### src/rtl/fetch_pkg.sv
`default_nettype none

package fetch_pkg;

    // instruction and halfword widths
    localparam int ilen     = 32;
    localparam int half_len = 16;

    // first fetch address out of reset
    localparam logic [ilen-1:0] reset_pc = 32'h0000_0000;

    // rv32i major opcodes produced by the expander
    localparam logic [6:0] opc_load   = 7'b0000011;
    localparam logic [6:0] opc_op_imm = 7'b0010011;
    localparam logic [6:0] opc_store  = 7'b0100011;
    localparam logic [6:0] opc_op     = 7'b0110011;
    localparam logic [6:0] opc_lui    = 7'b0110111;
    localparam logic [6:0] opc_branch = 7'b1100011;
    localparam logic [6:0] opc_jal    = 7'b1101111;

    // aligner buffer occupancy
    typedef enum logic [0:0] {
        align_empty,
        align_full
    } align_state_e;

    // supported compressed forms
    // c.nop shares the c.addi encoding with rd = x0
    typedef enum logic [3:0] {
        rvc_addi,
        rvc_li,
        rvc_lui,
        rvc_mv,
        rvc_add,
        rvc_lw,
        rvc_sw,
        rvc_j,
        rvc_beqz,
        rvc_bnez,
        rvc_illegal
    } rvc_op_e;

endpackage

`default_nettype wire

### src/rtl/compressed_buffer.sv
`default_nettype none

module compressed_buffer (
    input  logic                       clk,
    input  logic                       nrst,
    input  logic [fetch_pkg::ilen-1:0] fetch_word,
    input  logic                       ext_stall,
    output logic [fetch_pkg::ilen-1:0] align_inst,
    output logic                       align_valid,
    output logic                       align_compressed,
    output logic                       fetch_stall
);
    import fetch_pkg::*;

    align_state_e        state;
    align_state_e        state_next;
    logic [half_len-1:0] buf_half;
    logic                word_present;
    logic                buf_is_rvc;
    logic                load_buf;

    // all-zero word is a fetch bubble
    assign word_present = (fetch_word != '0);
    assign buf_is_rvc   = (buf_half[1:0] != 2'b11);

    // buffered half is a whole instruction, so the fetch word must be replayed
    assign fetch_stall = (state == align_full) && buf_is_rvc;

    always_comb begin
        align_inst = fetch_word;
        state_next = state;
        load_buf   = 1'b0;
        case (state)
            align_empty: begin
                if (fetch_word[1:0] != 2'b11) begin
                    // low half issues, upper half waits in the buffer
                    align_inst = {{half_len{1'b0}}, fetch_word[half_len-1:0]};
                    state_next = align_full;
                    load_buf   = 1'b1;
                end
            end
            align_full: begin
                if (buf_is_rvc) begin
                    align_inst = {{half_len{1'b0}}, buf_half};
                    state_next = align_empty;
                end else begin
                    // 32-bit instruction straddling two words
                    align_inst = {fetch_word[half_len-1:0], buf_half};
                    load_buf   = 1'b1;
                end
            end
            default: begin
                state_next = align_empty;
            end
        endcase
    end

    assign align_valid      = !ext_stall && (fetch_stall || word_present);
    assign align_compressed = (align_inst[1:0] != 2'b11);

    always_ff @(posedge clk) begin
        if (!nrst) begin
            state <= align_empty;
        end else if (align_valid) begin
            state <= state_next;
        end
    end

    always_ff @(posedge clk) begin
        if (align_valid && load_buf) begin
            buf_half <= fetch_word[ilen-1:half_len];
        end
    end

endmodule

`default_nettype wire

### src/rtl/rvc_expander.sv
`default_nettype none

module rvc_expander (
    input  logic [fetch_pkg::ilen-1:0] c_inst,
    output logic [fetch_pkg::ilen-1:0] x_inst,
    output logic                       illegal
);
    import fetch_pkg::*;

    rvc_op_e     op;
    logic [1:0]  quadrant;
    logic [2:0]  funct3;
    logic [4:0]  rd_full;
    logic [4:0]  rs2_full;
    logic [4:0]  low_prime;
    logic [4:0]  rs1_prime;
    logic [11:0] imm6_sx;
    logic [11:0] mem_off;
    logic [20:0] j_off;
    logic [12:0] b_off;

    assign quadrant = c_inst[1:0];
    assign funct3   = c_inst[15:13];
    assign rd_full  = c_inst[11:7];
    assign rs2_full = c_inst[6:2];

    // compact registers map onto x8..x15
    // bits 4:2 are rd' for c.lw and rs2' for c.sw
    assign low_prime = {2'b01, c_inst[4:2]};
    assign rs1_prime = {2'b01, c_inst[9:7]};

    // immediate rescrambling
    assign imm6_sx = {{7{c_inst[12]}}, c_inst[6:2]};
    assign mem_off = {5'b0, c_inst[5], c_inst[12:10], c_inst[6], 2'b00};
    assign j_off   = {{10{c_inst[12]}}, c_inst[8], c_inst[10:9], c_inst[6],
                      c_inst[7], c_inst[2], c_inst[11], c_inst[5:3], 1'b0};
    assign b_off   = {{5{c_inst[12]}}, c_inst[6:5], c_inst[2],
                      c_inst[11:10], c_inst[4:3], 1'b0};

    always_comb begin
        op = rvc_illegal;
        case (quadrant)
            2'b00: begin
                case (funct3)
                    3'b010:  op = rvc_lw;
                    3'b110:  op = rvc_sw;
                    default: op = rvc_illegal;
                endcase
            end
            2'b01: begin
                case (funct3)
                    3'b000:  op = rvc_addi;
                    3'b010:  op = rvc_li;
                    // rd = x2 here is c.addi16sp, not handled
                    3'b011:  op = (rd_full != 5'd2) ? rvc_lui : rvc_illegal;
                    3'b101:  op = rvc_j;
                    3'b110:  op = rvc_beqz;
                    3'b111:  op = rvc_bnez;
                    default: op = rvc_illegal;
                endcase
            end
            2'b10: begin
                // rs2 = x0 would be c.jr / c.jalr / c.ebreak
                if (funct3 == 3'b100 && rs2_full != 5'd0) begin
                    op = c_inst[12] ? rvc_add : rvc_mv;
                end
            end
            default: op = rvc_illegal;
        endcase
    end

    always_comb begin
        x_inst  = '0;
        illegal = 1'b0;
        if (quadrant == 2'b11) begin
            // already a full-width instruction
            x_inst = c_inst;
        end else begin
            case (op)
                rvc_addi: x_inst = {imm6_sx, rd_full, 3'b000, rd_full, opc_op_imm};
                rvc_li:   x_inst = {imm6_sx, 5'd0, 3'b000, rd_full, opc_op_imm};
                rvc_lui:  x_inst = {{8{c_inst[12]}}, imm6_sx, rd_full, opc_lui};
                rvc_mv:   x_inst = {7'b0, rs2_full, 5'd0, 3'b000, rd_full, opc_op};
                rvc_add:  x_inst = {7'b0, rs2_full, rd_full, 3'b000, rd_full, opc_op};
                rvc_lw:   x_inst = {mem_off, rs1_prime, 3'b010, low_prime, opc_load};
                rvc_sw: begin
                    x_inst = {mem_off[11:5], low_prime, rs1_prime, 3'b010,
                              mem_off[4:0], opc_store};
                end
                rvc_j: begin
                    x_inst = {j_off[20], j_off[10:1], j_off[11], j_off[19:12],
                              5'd0, opc_jal};
                end
                rvc_beqz: begin
                    x_inst = {b_off[12], b_off[10:5], 5'd0, rs1_prime, 3'b000,
                              b_off[4:1], b_off[11], opc_branch};
                end
                rvc_bnez: begin
                    x_inst = {b_off[12], b_off[10:5], 5'd0, rs1_prime, 3'b001,
                              b_off[4:1], b_off[11], opc_branch};
                end
                default: illegal = 1'b1;
            endcase
        end
    end

endmodule

`default_nettype wire

### src/rtl/pc_sequencer.sv
`default_nettype none

module pc_sequencer (
    input  logic                       clk,
    input  logic                       nrst,
    input  logic                       align_valid,
    input  logic                       align_compressed,
    input  logic                       ext_stall,
    output logic [fetch_pkg::ilen-1:0] pc
);
    import fetch_pkg::*;

    logic [ilen-1:0] pc_step;

    // halfword step for compressed, word step otherwise
    assign pc_step = align_compressed ? 32'd2 : 32'd4;

    always_ff @(posedge clk) begin
        if (!nrst) begin
            pc <= reset_pc;
        end else if (align_valid && !ext_stall) begin
            pc <= pc + pc_step;
        end
    end

endmodule

`default_nettype wire

### src/rtl/id_latch.sv
`default_nettype none

module id_latch (
    input  logic                       clk,
    input  logic                       nrst,
    input  logic                       ext_stall,
    input  logic                       align_valid,
    input  logic                       align_compressed,
    input  logic [fetch_pkg::ilen-1:0] x_inst,
    input  logic                       illegal,
    input  logic [fetch_pkg::ilen-1:0] pc,
    output logic                       id_valid,
    output logic [fetch_pkg::ilen-1:0] id_inst,
    output logic [fetch_pkg::ilen-1:0] id_pc,
    output logic                       id_compressed,
    output logic                       id_illegal
);

    // valid drops on idle cycles and holds while decode stalls
    always_ff @(posedge clk) begin
        if (!nrst) begin
            id_valid <= 1'b0;
        end else if (!ext_stall) begin
            id_valid <= align_valid;
        end
    end

    // instruction, address and flags move together on an issue
    always_ff @(posedge clk) begin
        if (!ext_stall && align_valid) begin
            id_inst       <= x_inst;
            id_pc         <= pc;
            id_compressed <= align_compressed;
            id_illegal    <= illegal;
        end
    end

endmodule

`default_nettype wire

### src/rtl/fetch_align_top.sv
`default_nettype none

module fetch_align_top (
    input  logic                       clk,
    input  logic                       nrst,
    input  logic [fetch_pkg::ilen-1:0] fetch_word,
    input  logic                       ext_stall,
    output logic                       fetch_stall,
    output logic                       id_valid,
    output logic [fetch_pkg::ilen-1:0] id_inst,
    output logic [fetch_pkg::ilen-1:0] id_pc,
    output logic                       id_compressed,
    output logic                       id_illegal
);
    import fetch_pkg::*;

    logic [ilen-1:0] align_inst;
    logic            align_valid;
    logic            align_compressed;
    logic [ilen-1:0] x_inst;
    logic            illegal;
    logic [ilen-1:0] pc;

    compressed_buffer u_buffer (
        .clk              (clk),
        .nrst             (nrst),
        .fetch_word       (fetch_word),
        .ext_stall        (ext_stall),
        .align_inst       (align_inst),
        .align_valid      (align_valid),
        .align_compressed (align_compressed),
        .fetch_stall      (fetch_stall)
    );

    // expander and pc run side by side on the aligned instruction
    rvc_expander u_expander (
        .c_inst  (align_inst),
        .x_inst  (x_inst),
        .illegal (illegal)
    );

    pc_sequencer u_pc (
        .clk              (clk),
        .nrst             (nrst),
        .align_valid      (align_valid),
        .align_compressed (align_compressed),
        .ext_stall        (ext_stall),
        .pc               (pc)
    );

    id_latch u_latch (
        .clk              (clk),
        .nrst             (nrst),
        .ext_stall        (ext_stall),
        .align_valid      (align_valid),
        .align_compressed (align_compressed),
        .x_inst           (x_inst),
        .illegal          (illegal),
        .pc               (pc),
        .id_valid         (id_valid),
        .id_inst          (id_inst),
        .id_pc            (id_pc),
        .id_compressed    (id_compressed),
        .id_illegal       (id_illegal)
    );

endmodule

`default_nettype wire

### config.mk
export PLATFORM = sky130hd
export DESIGN_NAME = fetch_align_top
export DESIGN_NICKNAME = d
export VERILOG_FILES = /design/src/rtl/fetch_pkg.sv /design/src/rtl/compressed_buffer.sv /design/src/rtl/rvc_expander.sv /design/src/rtl/pc_sequencer.sv /design/src/rtl/id_latch.sv /design/src/rtl/fetch_align_top.sv
export SDC_FILE = /design/constraint.sdc
export NUM_CORES = 1
export LEC_CHECK = 0
export BUFFER_PORTS_ARGS = -buffer_cell sky130_fd_sc_hd__buf_2
export CAP_MARGIN = 0
export CORE_MARGIN = 5
export CORE_UTILIZATION = 35
export DETAILED_ROUTE_END_ITERATION = 12
export MAX_ROUTING_LAYER = met4
export SETUP_SLACK_MARGIN = 0.2
export SYNTH_ARGS = -nofsm -noshare
export SYNTH_HDL_FRONTEND = slang
export SYNTH_SLANG_ARGS = --single-unit
export TNS_END_PERCENT = 20
### constraint.sdc
create_clock -name clk -period 13.7 [get_ports clk]
set_input_delay 2.055 -clock clk [delete_from_list [all_inputs] [get_ports clk]]
set_output_delay 2.055 -clock clk [all_outputs]
set_load 0.02 [all_outputs]
======== Word level (Yosys, flattened, before mapping) ========
Index checks and enable logic that the tools add are counted.
cells by class
  equality and inequality tests ........... 22
  bitwise logic cells ..................... 1
  multiplexer cells ....................... 16
  add/subtract/negate cells ............... 1
  reductions and logical operators ........ 13
operators by type and width
  cell                  count
  $pmux W32 S10         1
  $mux W32              3
  $pmux W32 S2          1
  $add A32 B32 Y32      1
  $reduce_bool A32 Y1   1
  $pmux W4 S6           1
  $eq A4 B3 Y1 const B  4
  $eq A3 B3 Y1 const B  4
  $pmux W4 S3           1
  $reduce_or A10 Y1     1
  $eq A4 B2 Y1 const B  2
  $eq A4 B4 Y1 const B  2
  $mux W4               2
  $pmux W4 S2           1
  $eq A3 B2 Y1 const B  2
  $mux W3               2
  $ne A2 B2 Y1 const B  3
  $logic_and A1 B1 Y1   5
  $ne A5 B2 Y1 const B  1
  $reduce_bool A5 Y1    1
  $eq A2 B2 Y1 const B  2
  $eq A4 B1 Y1 const B  1
  $logic_not A4 Y1      1
  $logic_not A3 Y1      1
  7 further kinds       9
storage, ports and cells
  input bits .............................. 35
  register bits ........................... 116
  word-level logic and storage cells ...... 61
  output and inout bits ................... 68

======== Depth between registers and ports, before layout ========
Gate-level depths: netlist (run 1).
  word-level depth ........................ 10
  depth in mapped cells ................... 14

======== Hierarchy ========
A second synthesis (run 1) with hierarchy kept.
second synthesis, totals
  cells, all modules ...................... 486
  area, all modules ....................... 5688.0 um^2
modules (own cells, without submodules)
  module             area an instance (um^2)  sequential area each (um^2)  cells each  instances
  id_latch           2024.4                   2001.9                       70          1
  pc_sequencer       1541.5                   620.6                        178         1
  compressed_buffer  1071.0                   500.5                        79          1
  rvc_expander       1051.0                   0.0                          159         1

======== Worst setup path before layout (run 1) ========
Ideal clock, no wire load.
  kind .................................... input port to flip-flop
  from .................................... input port fetch_word[10] (netlist name)
  to ...................................... register u_buffer.buf_half[0], enable pin
  setup slack ............................. 7.301 ns
  arrival ................................. 5.984 ns
  required time ........................... 13.285 ns
  path buffers ............................ 1
  stages .................................. 5
  cell sequence ........................... nor4_1 and4_1 a31oi_2 clkbuf_1 nor3b_1
between the ends
  longest elaborated chain between the ends .. 4
RTL lines
  item                  RTL line                 source
  start, declared       fetch_align_top.sv:6     input logic [fetch_pkg::ilen-1:0] fetch_word,
  $reduce_bool A32 Y1   compressed_buffer.sv:23  assign word_present = (fetch_word != '0);
  $logic_or A1 B1 Y1    compressed_buffer.sv:58  assign align_valid = !ext_stall && (fetch_stall || word_present);
  $logic_and A1 B1 Y1   compressed_buffer.sv:58
  net align_valid       fetch_align_top.sv:18    logic align_valid;
  $logic_and A1 B1 Y1   compressed_buffer.sv:70  if (align_valid && load_buf) begin
  end signal, assigned  compressed_buffer.sv:71  buf_half <= fetch_word[ilen-1:half_len];
  end, declared         compressed_buffer.sv:17  logic [half_len-1:0] buf_half;
The timed path passes the listed nets, and every way through them passes these cells.
A chain may end at the register's enable or synchronous reset.

======== Worst setup path in the final report (run 1) ========
  from .................................... input port fetch_word[0] (netlist name)
  to ...................................... register u_pc.pc[28] (netlist name)
between the ends
  longest elaborated chain between the ends .. 5
  elaborated cells on any way between the ends .. 9
RTL lines
  item                  RTL line                 source
  $mux W32              compressed_buffer.sv:35  if (fetch_word[1:0] != 2'b11) begin
  $pmux W32 S2          compressed_buffer.sv:33  case (state)
  $ne A2 B2 Y1          compressed_buffer.sv:59  assign align_compressed = (align_inst[1:0] != 2'b11);
  net align_compressed  fetch_align_top.sv:19    logic align_compressed;
  $mux W3               pc_sequencer.sv:16       assign pc_step = align_compressed ? 32'd2 : 32'd4;
  $add A32 B32 Y32      pc_sequencer.sv:22       pc <= pc + pc_step;
  end signal, assigned  pc_sequencer.sv:20       pc <= reset_pc;
  end signal, assigned  pc_sequencer.sv:22
  end, declared         pc_sequencer.sv:9        output logic [fetch_pkg::ilen-1:0] pc
The timed path passes the listed nets, and every way through them passes these cells.

==> summary by stage, run 1 <==
Setup path
The type of element launching the critical path is a primary input. STA puts the critical path data required time at 14020 ps. The startpoint identified for the worst register-to-register timing path is u_buffer.state. The largest individual stage delay along the critical path comes from the cell nor2_1.

The maximum fanout encountered on the critical timing path is 16. Tracing the worst setup path back leads to its startpoint at fetch_word[0]. The family with the most delay on the worst path is simple AND/OR/NAND/NOR gates. The data arrival time of the critical path is 5360 ps.

The dominant cell type by count on the critical path is nor2_1. The critical path capture point type is a register. Walking the worst path, the cells encountered are buf_2 > nand2_1 > nor2_1 > nor2_1 > inv_1 > ha_1 > a21oi_1 > nor2b_1 > nand4_1 > or3_1 > a21boi_0. The critical path is of the in -> reg type. The worst path buffer plus inverter count is 2. The delay contributed by the slowest stage of the critical path is 830 ps.

Logic synthesis
Of the post-synthesis cell area, the dominant cell type holds 0.446. The sequential cell area fraction in the yosys report is 0.567. The synthesized netlist contains 75 unique library cells.

Yosys attributes the largest share of cell area to edfxtp_1 45%, dfxtp_1 12%, and2_1 2.6%. The number of nets produced by synthesis is 488. The combined area of all synthesized cells is 5450 um^2. The number of flip-flops and latches in the synthesized netlist is 114.

For this run, the number of Yosys warnings is 0. The cell taking the most area after synthesis is edfxtp_1. Averaged over all synthesized cells, the footprint is 12.1 um^2. The leading cell type by number of instances after synthesis is edfxtp_1.

For this run, asynchronously set or reset flops after synthesis account for 0. For this run, the leading register cell type out of synthesis is edfxtp_1. In this run, synthesis inferred 81 flip-flops with an integrated enable.

Synthesis handed over a netlist of 450 instances. The commonest cells after synthesis are 81 x edfxtp_1, 33 x dfxtp_1, 23 x and2_1, 23 x nand2_1, 22 x nor2_1.

Global route
In the global route stage, met3 resource usage came out at 0.0466. The first global-routing pass estimated 23300 um of wire. For this run the aggregate overflow at the end of global routing stands at 0.

For this run, global-route usage on met1 was measured as 0.204. The met2 track demand over resource in global routing is 0.274. The maximum number of pins on one net before global-route repair is 80. After global routing, the most crowded layer is met2.

Across every metal layer, demand over resource in global routing totals 0.173. The number of global-route vias before repair came to 4200. The number of antenna violations at the first check in global routing is 0.

Final layout
The multi-input combinational cells in the finished layout cover a total of 2180 um^2. The area taken by flip-flops and latches is 3090 um^2. The fill cell total of the finished layout is 1437. In the final layout, the share of cells above drive strength 1 is 0.295. From synthesis to final layout, the design area changed by 24.1%. The final instance count without filler cells is 783.

The count of inserted antenna diode cells is 0. After the last flow step, the layout net total stands at 597.

Timing
The clock period could shrink to 5040 ps. The worst slew margin relative to its limit is 0.266. Dividing the final minimum period by the clock period gives 0.368. The count of pins over their slew limit is 0. For the pin with the worst max-slew slack, the measured transition is 1100 ps. Setup repair after global routing left no endpoint under its margin. The number of endpoints with negative hold slack in the final report is 0. In the post-route analysis, the smallest setup slack over all paths is 8660 ps. The setup skew after layout is 4.92 ps. Setup violations remaining at the end of the flow were counted as 0. The sum of negative setup slack is 0 ps. The fmax is 198 MHz.

Clock network
For the worst-skew pair, the clock arrives at the later sink with an insertion delay of 410 ps. The number of buffers added to fix hold violations after cts is 0. TritonCTS built the clock tree. The total clock sinks is 114. The library cell used as clock root buffer is clkbuf_16. The total of cells resized after clock tree synthesis is 0. After clock tree synthesis, the clock-pin slew on the worst setup and hold paths is 50 ps. The buffer levels on the longest clock path is 2. The H-tree depth is 4. The setup fix buffers added after clock tree synthesis is 0. The number of buffers created by CTS is 17.

Pwr
The share of total power dissipated in sequential elements is 0.402. For this design the total switching power over the nets is 0.000256 W. The share of power burned in combinational logic is 0.137.

In this run the power density over the cells is 148 nW/um^2. The share of power burned in the clock network is 0.461. Of the total power, the share spent switching nets is 0.255. The internal portion of the total power is 0.000748 W. VDD sags by at most 0.0000813 V. The completed layout was analyzed and its total power is 0.00100 W. In this run the static leakage power is 2.67 nW.

Floorplanning
The die outline width is 135 um. The die covers 18200 um^2. The die extent in y is 135 um. In this run the core area contains 45 standard-cell rows.

The starting density of the core is 0.357. The core footprint is 15300 um^2. 103 I/O pins were placed.

Worst hold path
The tightest min-delay check is of the reg -> reg type. In this run the most critical hold path is launched from u_pc.pc[29].

Routing
Once detail routing completed, the nets flagged for antenna violations numbered 0. The iteration-0 DRC count of the detailed router is 356. For this run, design rule violations remaining after detail routing come to 0.

In the final routed layout, each cell accounts on average for 18.9 um. The average vias per placed instance is 5.39. Summed over all layers, the routed wires come to 14800 um. The pre-antenna-repair detailed-routing pass consisted of 6 iterations. Summing over every cut layer, the via total after detailed routing is 4223.

Run status
The run finished with clean final reports.

Placement
The placement-stage worst setup slack is 8240 ps. Input and output buffers added on the ports amount to 101. The weighted congestion at the end of routability-driven global placement is 0.948. Counting tap cells, the placed design contains a total of 751 instances. The wire-length estimate of the detail-placed layout is 11000 um.

Job
The number of maximum-capacitance constraint violations is 0.
==> final cells by class <==
| type | instances | area share |
|---|---|---|
| inverters | 18 | 0.00999 |
| repair buffers | 104 | 0.0781 |
| flip-flops and latches | 114 | 0.457 |
| clock inverters | 13 | 0.0270 |
| well taps | 211 | 0.0390 |
| multi-input cells | 304 | 0.323 |
| clock buffers | 19 | 0.0655 |
==> registers in the layout, indices dropped and copies added, names as in the netlist <==
name                   count
u_buffer.state             1
u_latch.id_valid           1
u_latch.id_illegal         1
u_latch.id_pc             31
u_pc.pc                   31
u_buffer.buf_half         16
u_latch.id_inst           32
u_latch.id_compressed      1
==> kinds of logic after synthesis <==
| group | after synthesis | synth area share |
|---|---|---|
| xor+xnor | 24 | 0.0386 |
| simple gates | 161 | 0.169 |
| mux | 21 | 0.0477 |
| flops | 114 | 0.567 |
| compound gates | 94 | 0.134 |
| other cells | 1 | 0.000688 |
| fa+ha+maj | 3 | 0.00826 |
| buf+inv | 32 | 0.0344 |
==> cell usage in the layout, fill, tap and decap left out, types with 3 or more instances in the layout <==
| master | Yosys | routed |
|---|---|---|
| xor2_1 | 11 | 11 |
| inv_1 | 18 | 18 |
| edfxtp_1 | 81 | 81 |
| o221ai_1 | 4 | 4 |
| o22ai_1 | 4 | 4 |
| nor2b_1 | 7 | 7 |
| a21boi_0 | 5 | 5 |
| nor2_1 | 22 | 22 |
| a22oi_1 | 8 | 8 |
| xnor2_1 | 13 | 13 |
| o211ai_1 | 9 | 9 |
| or3_1 | 7 | 7 |
| nand3_1 | 20 | 20 |
| a21oi_1 | 12 | 12 |
| mux2_2 | 4 | 4 |
| and4_1 | 3 | 3 |
| nand4_1 | 9 | 9 |
| mux2_4 | 3 | 3 |
| buf_2 | 0 | 101 |
| nand2_1 | 23 | 23 |
| nor3_1 | 16 | 16 |
| o21ai_0 | 14 | 14 |
| a21o_1 | 4 | 4 |
| dfxtp_1 | 33 | 33 |
| mux2i_1 | 10 | 10 |
| buf_4 | 1 | 3 |
| a222oi_1 | 5 | 5 |
| bufinv_16 | 0 | 4 |
| clkbuf_16 | 0 | 17 |
| and2_1 | 23 | 23 |
| and3_1 | 7 | 7 |
| clkinvlp_4 | 0 | 3 |
| nor4_1 | 7 | 7 |
==> metrics by stage <==
step,instance area [um^2],util,hold WS [ps]
finish,6760,0.443,428
global route,6760,0.443,446
CTS,6760,0.443,428
detailed placement,6140,0.402,415
global placement,6140,0.402,420
floorplan,5450,-,408
==> final timing paths <==
kind                            end  slack (ps)  cells past startpoint
hold reg to reg   u_latch.id_pc[29]         430                      0
setup reg to reg        u_pc.pc[28]        9770                     10
hold / removal    u_latch.id_pc[29]         430                      0
setup / recovery        u_pc.pc[28]        8660                     11
==> power by group through the flow <==
| stage | registers [W] | clock network (W) | logic, W |
|---|---|---|---|
| 2_1_floorplan | 0.000431 | 0 | 0.0000676 |
| 3_3_place_gp | 0.000410 | 0 | 0.000137 |
| 3_5_place_dp | 0.000411 | 0 | 0.000137 |
| 4_1_cts | 0.000404 | 0.000474 | 0.000137 |
| 5_1_grt | 0.000406 | 0.000490 | 0.000147 |
| 6_report | 0.000404 | 0.000462 | 0.000138 |
==> metal layers <==
metal  share of wire  vias to the layer above  routed length [um]
li1                -                     1955                   -
met1            0.41                     2027                6030
met2            0.49                      196                7270
met3           0.061                       45                 910
met4           0.041                        0                 607
met5               0                        -                   0
==> worst reg2reg max path: cells and delay by family, from the launching register on <==
family | cells | cell delay [ps]
buffers and inverters | 2 | 690
adder cells (fa/ha/maj) | 1 | 360
flip-flops | 1 | 300
AND/OR/NAND/NOR | 5 | 2230
AO/OA/AOI/OAI | 2 | 270
No activity file was read; power rests on OpenSTA's default activity.
==> run 2, diff against run 1 <==
- clock period: 13.7 -> 4.8 ns (I/O delays scaled with it)
==> run 2 against run 1 <==
Final area fell by 0.54%. Clock power rose to 2.6 times the previous value. Via count fell by 0.69%. Critical endpoint unchanged. Highest routed layer unchanged.
==> summary by stage, run 2 (synthesis gave the netlist of run 1 again) <==
Routing
The count of nets left with antenna violations once routing finished came out at 0. For this block, the initial DRC count from the detailed router was 480. The routed wire length is 15100 um.

The final route contains 4194 vias. The mean routed wirelength per cell is 19.2 um. For this run, design rule violations remaining after detail routing come to 0. The average vias per placed instance is 5.34. The first detailed-routing pass ran for 6 iterations.

Clock network
For the worst-skew pair, the clock arrives at the later sink with an insertion delay of 410 ps. Clock-pin slew was measured on the worst setup and hold paths at 50 ps. TritonCTS built the clock tree. The total of cells resized after clock tree synthesis is 0. The H-tree was split into 4 levels. The clock drives 114 sinks.

The setup fix buffers added after clock tree synthesis is 0. No sink is reached through more buffers than the 2 on the longest clock path. The library cell used as clock root buffer is clkbuf_16.

The number of buffers created by CTS is 17. The number of buffers added to fix hold violations after cts is 0.

Final layout
The finished cells cover 6730 um^2. Once layout is complete, the utilization of the core stands at 0.441. Relative to the synthesized area, the layout overhead comes to 23.4%.

Counting the fill cells in the layout gives 1435. The largest register by flop count is u_latch.id_inst. In the final layout, the share of cells above drive strength 1 is 0.293. The area of the multi-input gates is 2180 um^2. The count of inserted antenna diode cells is 0. In the final design database the tool counted 599 nets.

The area taken by flip-flops and latches is 3090 um^2. In the final layout, the registers with the most flip-flops are u_latch.id_inst (32), u_latch.id_pc (31), u_pc.pc (31). The top cell types in the final layout, fill and taps aside, are 101 x buf_2, 81 x edfxtp_1, 33 x dfxtp_1. The most common cell after layout, fill and taps aside is buf_2.

The number of flip-flops under the largest register name is 32.

Setup path
In this design, the stage delay of the slowest critical-path cell is 720 ps. The slowest stage of the critical path is the dfxtp_1 cell. The worst setup path is of the reg -> reg kind. The worst path buffer plus inverter count is 2. For the worst setup path, the data arrival time is 4030 ps. Counting stages on the worst path, the most repeated cell is buf_4. The data required time of the worst path is 5130 ps. The critical path goes through buf_4 > a21bo_2 > and4_1 > a31oi_4 > buf_4 > nand4_1 > or3_1 > a21boi_0. STA classifies the critical path startpoint as a register. In this run the worst path has a maximum fanout of 31. The worst setup path is captured at a register. The kind of cell with the highest combined delay along the critical path is simple AND/OR/NAND/NOR gates.

Timing
The fmax is 271 MHz. Setup violations remaining at the end of the flow were counted as 0. For the final routed database, the setup TNS stands at 0 ps. The setup skew after layout is 9.02 ps. Measured against its own limit, the worst slew margin works out to 0.210. The number of endpoints with negative hold slack in the final report is 0. The actual transition at the worst max-transition pin is 1180 ps. The share of the cycle needed by the critical path after routing is 0.770. The clock period minus worst slack is 3700 ps. Setup repair after global routing left no endpoint under its margin.

The count of pins over their slew limit is 0.

Global route
The number of antenna violations at the first check in global routing came to 0. The first global-routing pass estimated 23100 um of wire. After global routing the overflow that remains totals 0. The met1 capacity usage during global routing is 0.206.

The total track usage is 0.172. The maximum number of pins on one net before global-route repair is 37. The number of global-route vias before repair is 4118. After global routing, the most crowded layer is met2. For this run, global-route usage on met3 was measured as 0.0387. For this run, global-route usage on met2 was measured as 0.268.

Floorplanning
The die is 135 um wide. The cell row count is 45. The core footprint is 15300 um^2.

The I/O pin total is 103. The starting density of the core is 0.357. The die is 135 um tall. The die area is 18200 um^2.

Placement
Once placement finished, the instance area stood at 6150 um^2. Detailed placement finished with a half-perimeter wire length of 11200 um. Routability-driven placement finished with a final weighted congestion of 0.999. During placement, the flow inserted port buffers numbering 101.

Pwr
The analysis attributes to cell leakage a power of 2.66 nW. Dividing total power by cell area gives a power density of 411 nW/um^2. The maximum vdd drop is 0.000229 V. Overall power consumption after layout is estimated at 0.00276 W.

Run status
The run finished with clean final reports.

Job
The number of maximum-capacitance constraint violations is 0.

Worst hold path
The type of the worst min-delay path is reg -> reg.
run 2: cell types whose count changed in the layout (fill, tap and decap cells not counted), sizes merged:
cell and change:
clkbuf +4, inv -2, bufinv -2, clkinv +1
buf +2, clkinvlp -1
run 2: cell type report:
type | count | area share
Multi-Input combinational cell | 304 | 0.325
Clock buffer | 23 | 0.0696
Inverter | 18 | 0.0100
Tap cell | 211 | 0.0393
Timing Repair Buffer | 106 | 0.0807
Clock inverter | 9 | 0.0158
Sequential cell | 114 | 0.460
run 2: power breakdown:
part / internal [W] / leakage [nW] / switching [W]
registers: 0.00113 / 1.09 / 0.0000278
logic: 0.000127 / 1.30 / 0.000264
clock network: 0.000788 / 0.275 / 0.000429
total: 0.00204 / 2.66 / 0.000721
run 2: metrics by stage:
step	setup WS, ps	instances	hold slack, ps
after floorplan	747	450	408
after global placement	1220	753	423
after detailed placement	1060	753	419
after CTS	1080	785	432
after global routing	825	785	445
final	1100	785	430
run 2: worst paths after layout:
check	from	to	slack, ps	depth (start not counted)
max	u_buffer.state	u_pc.pc[28]	1100	8
min	u_pc.pc[30]	u_latch.id_pc[30]	430	0
max reg2reg	u_buffer.state	u_pc.pc[28]	1100	8
min reg2reg	u_pc.pc[30]	u_latch.id_pc[30]	430	0
run 2: metal layers:
| layer | part of all wire | routed length, um |
|---|---|---|
| met5 | 0 | 0 |
| met4 | 0.045 | 674 |
| met3 | 0.063 | 954 |
| met2 | 0.48 | 7210 |
| met1 | 0.41 | 6250 |
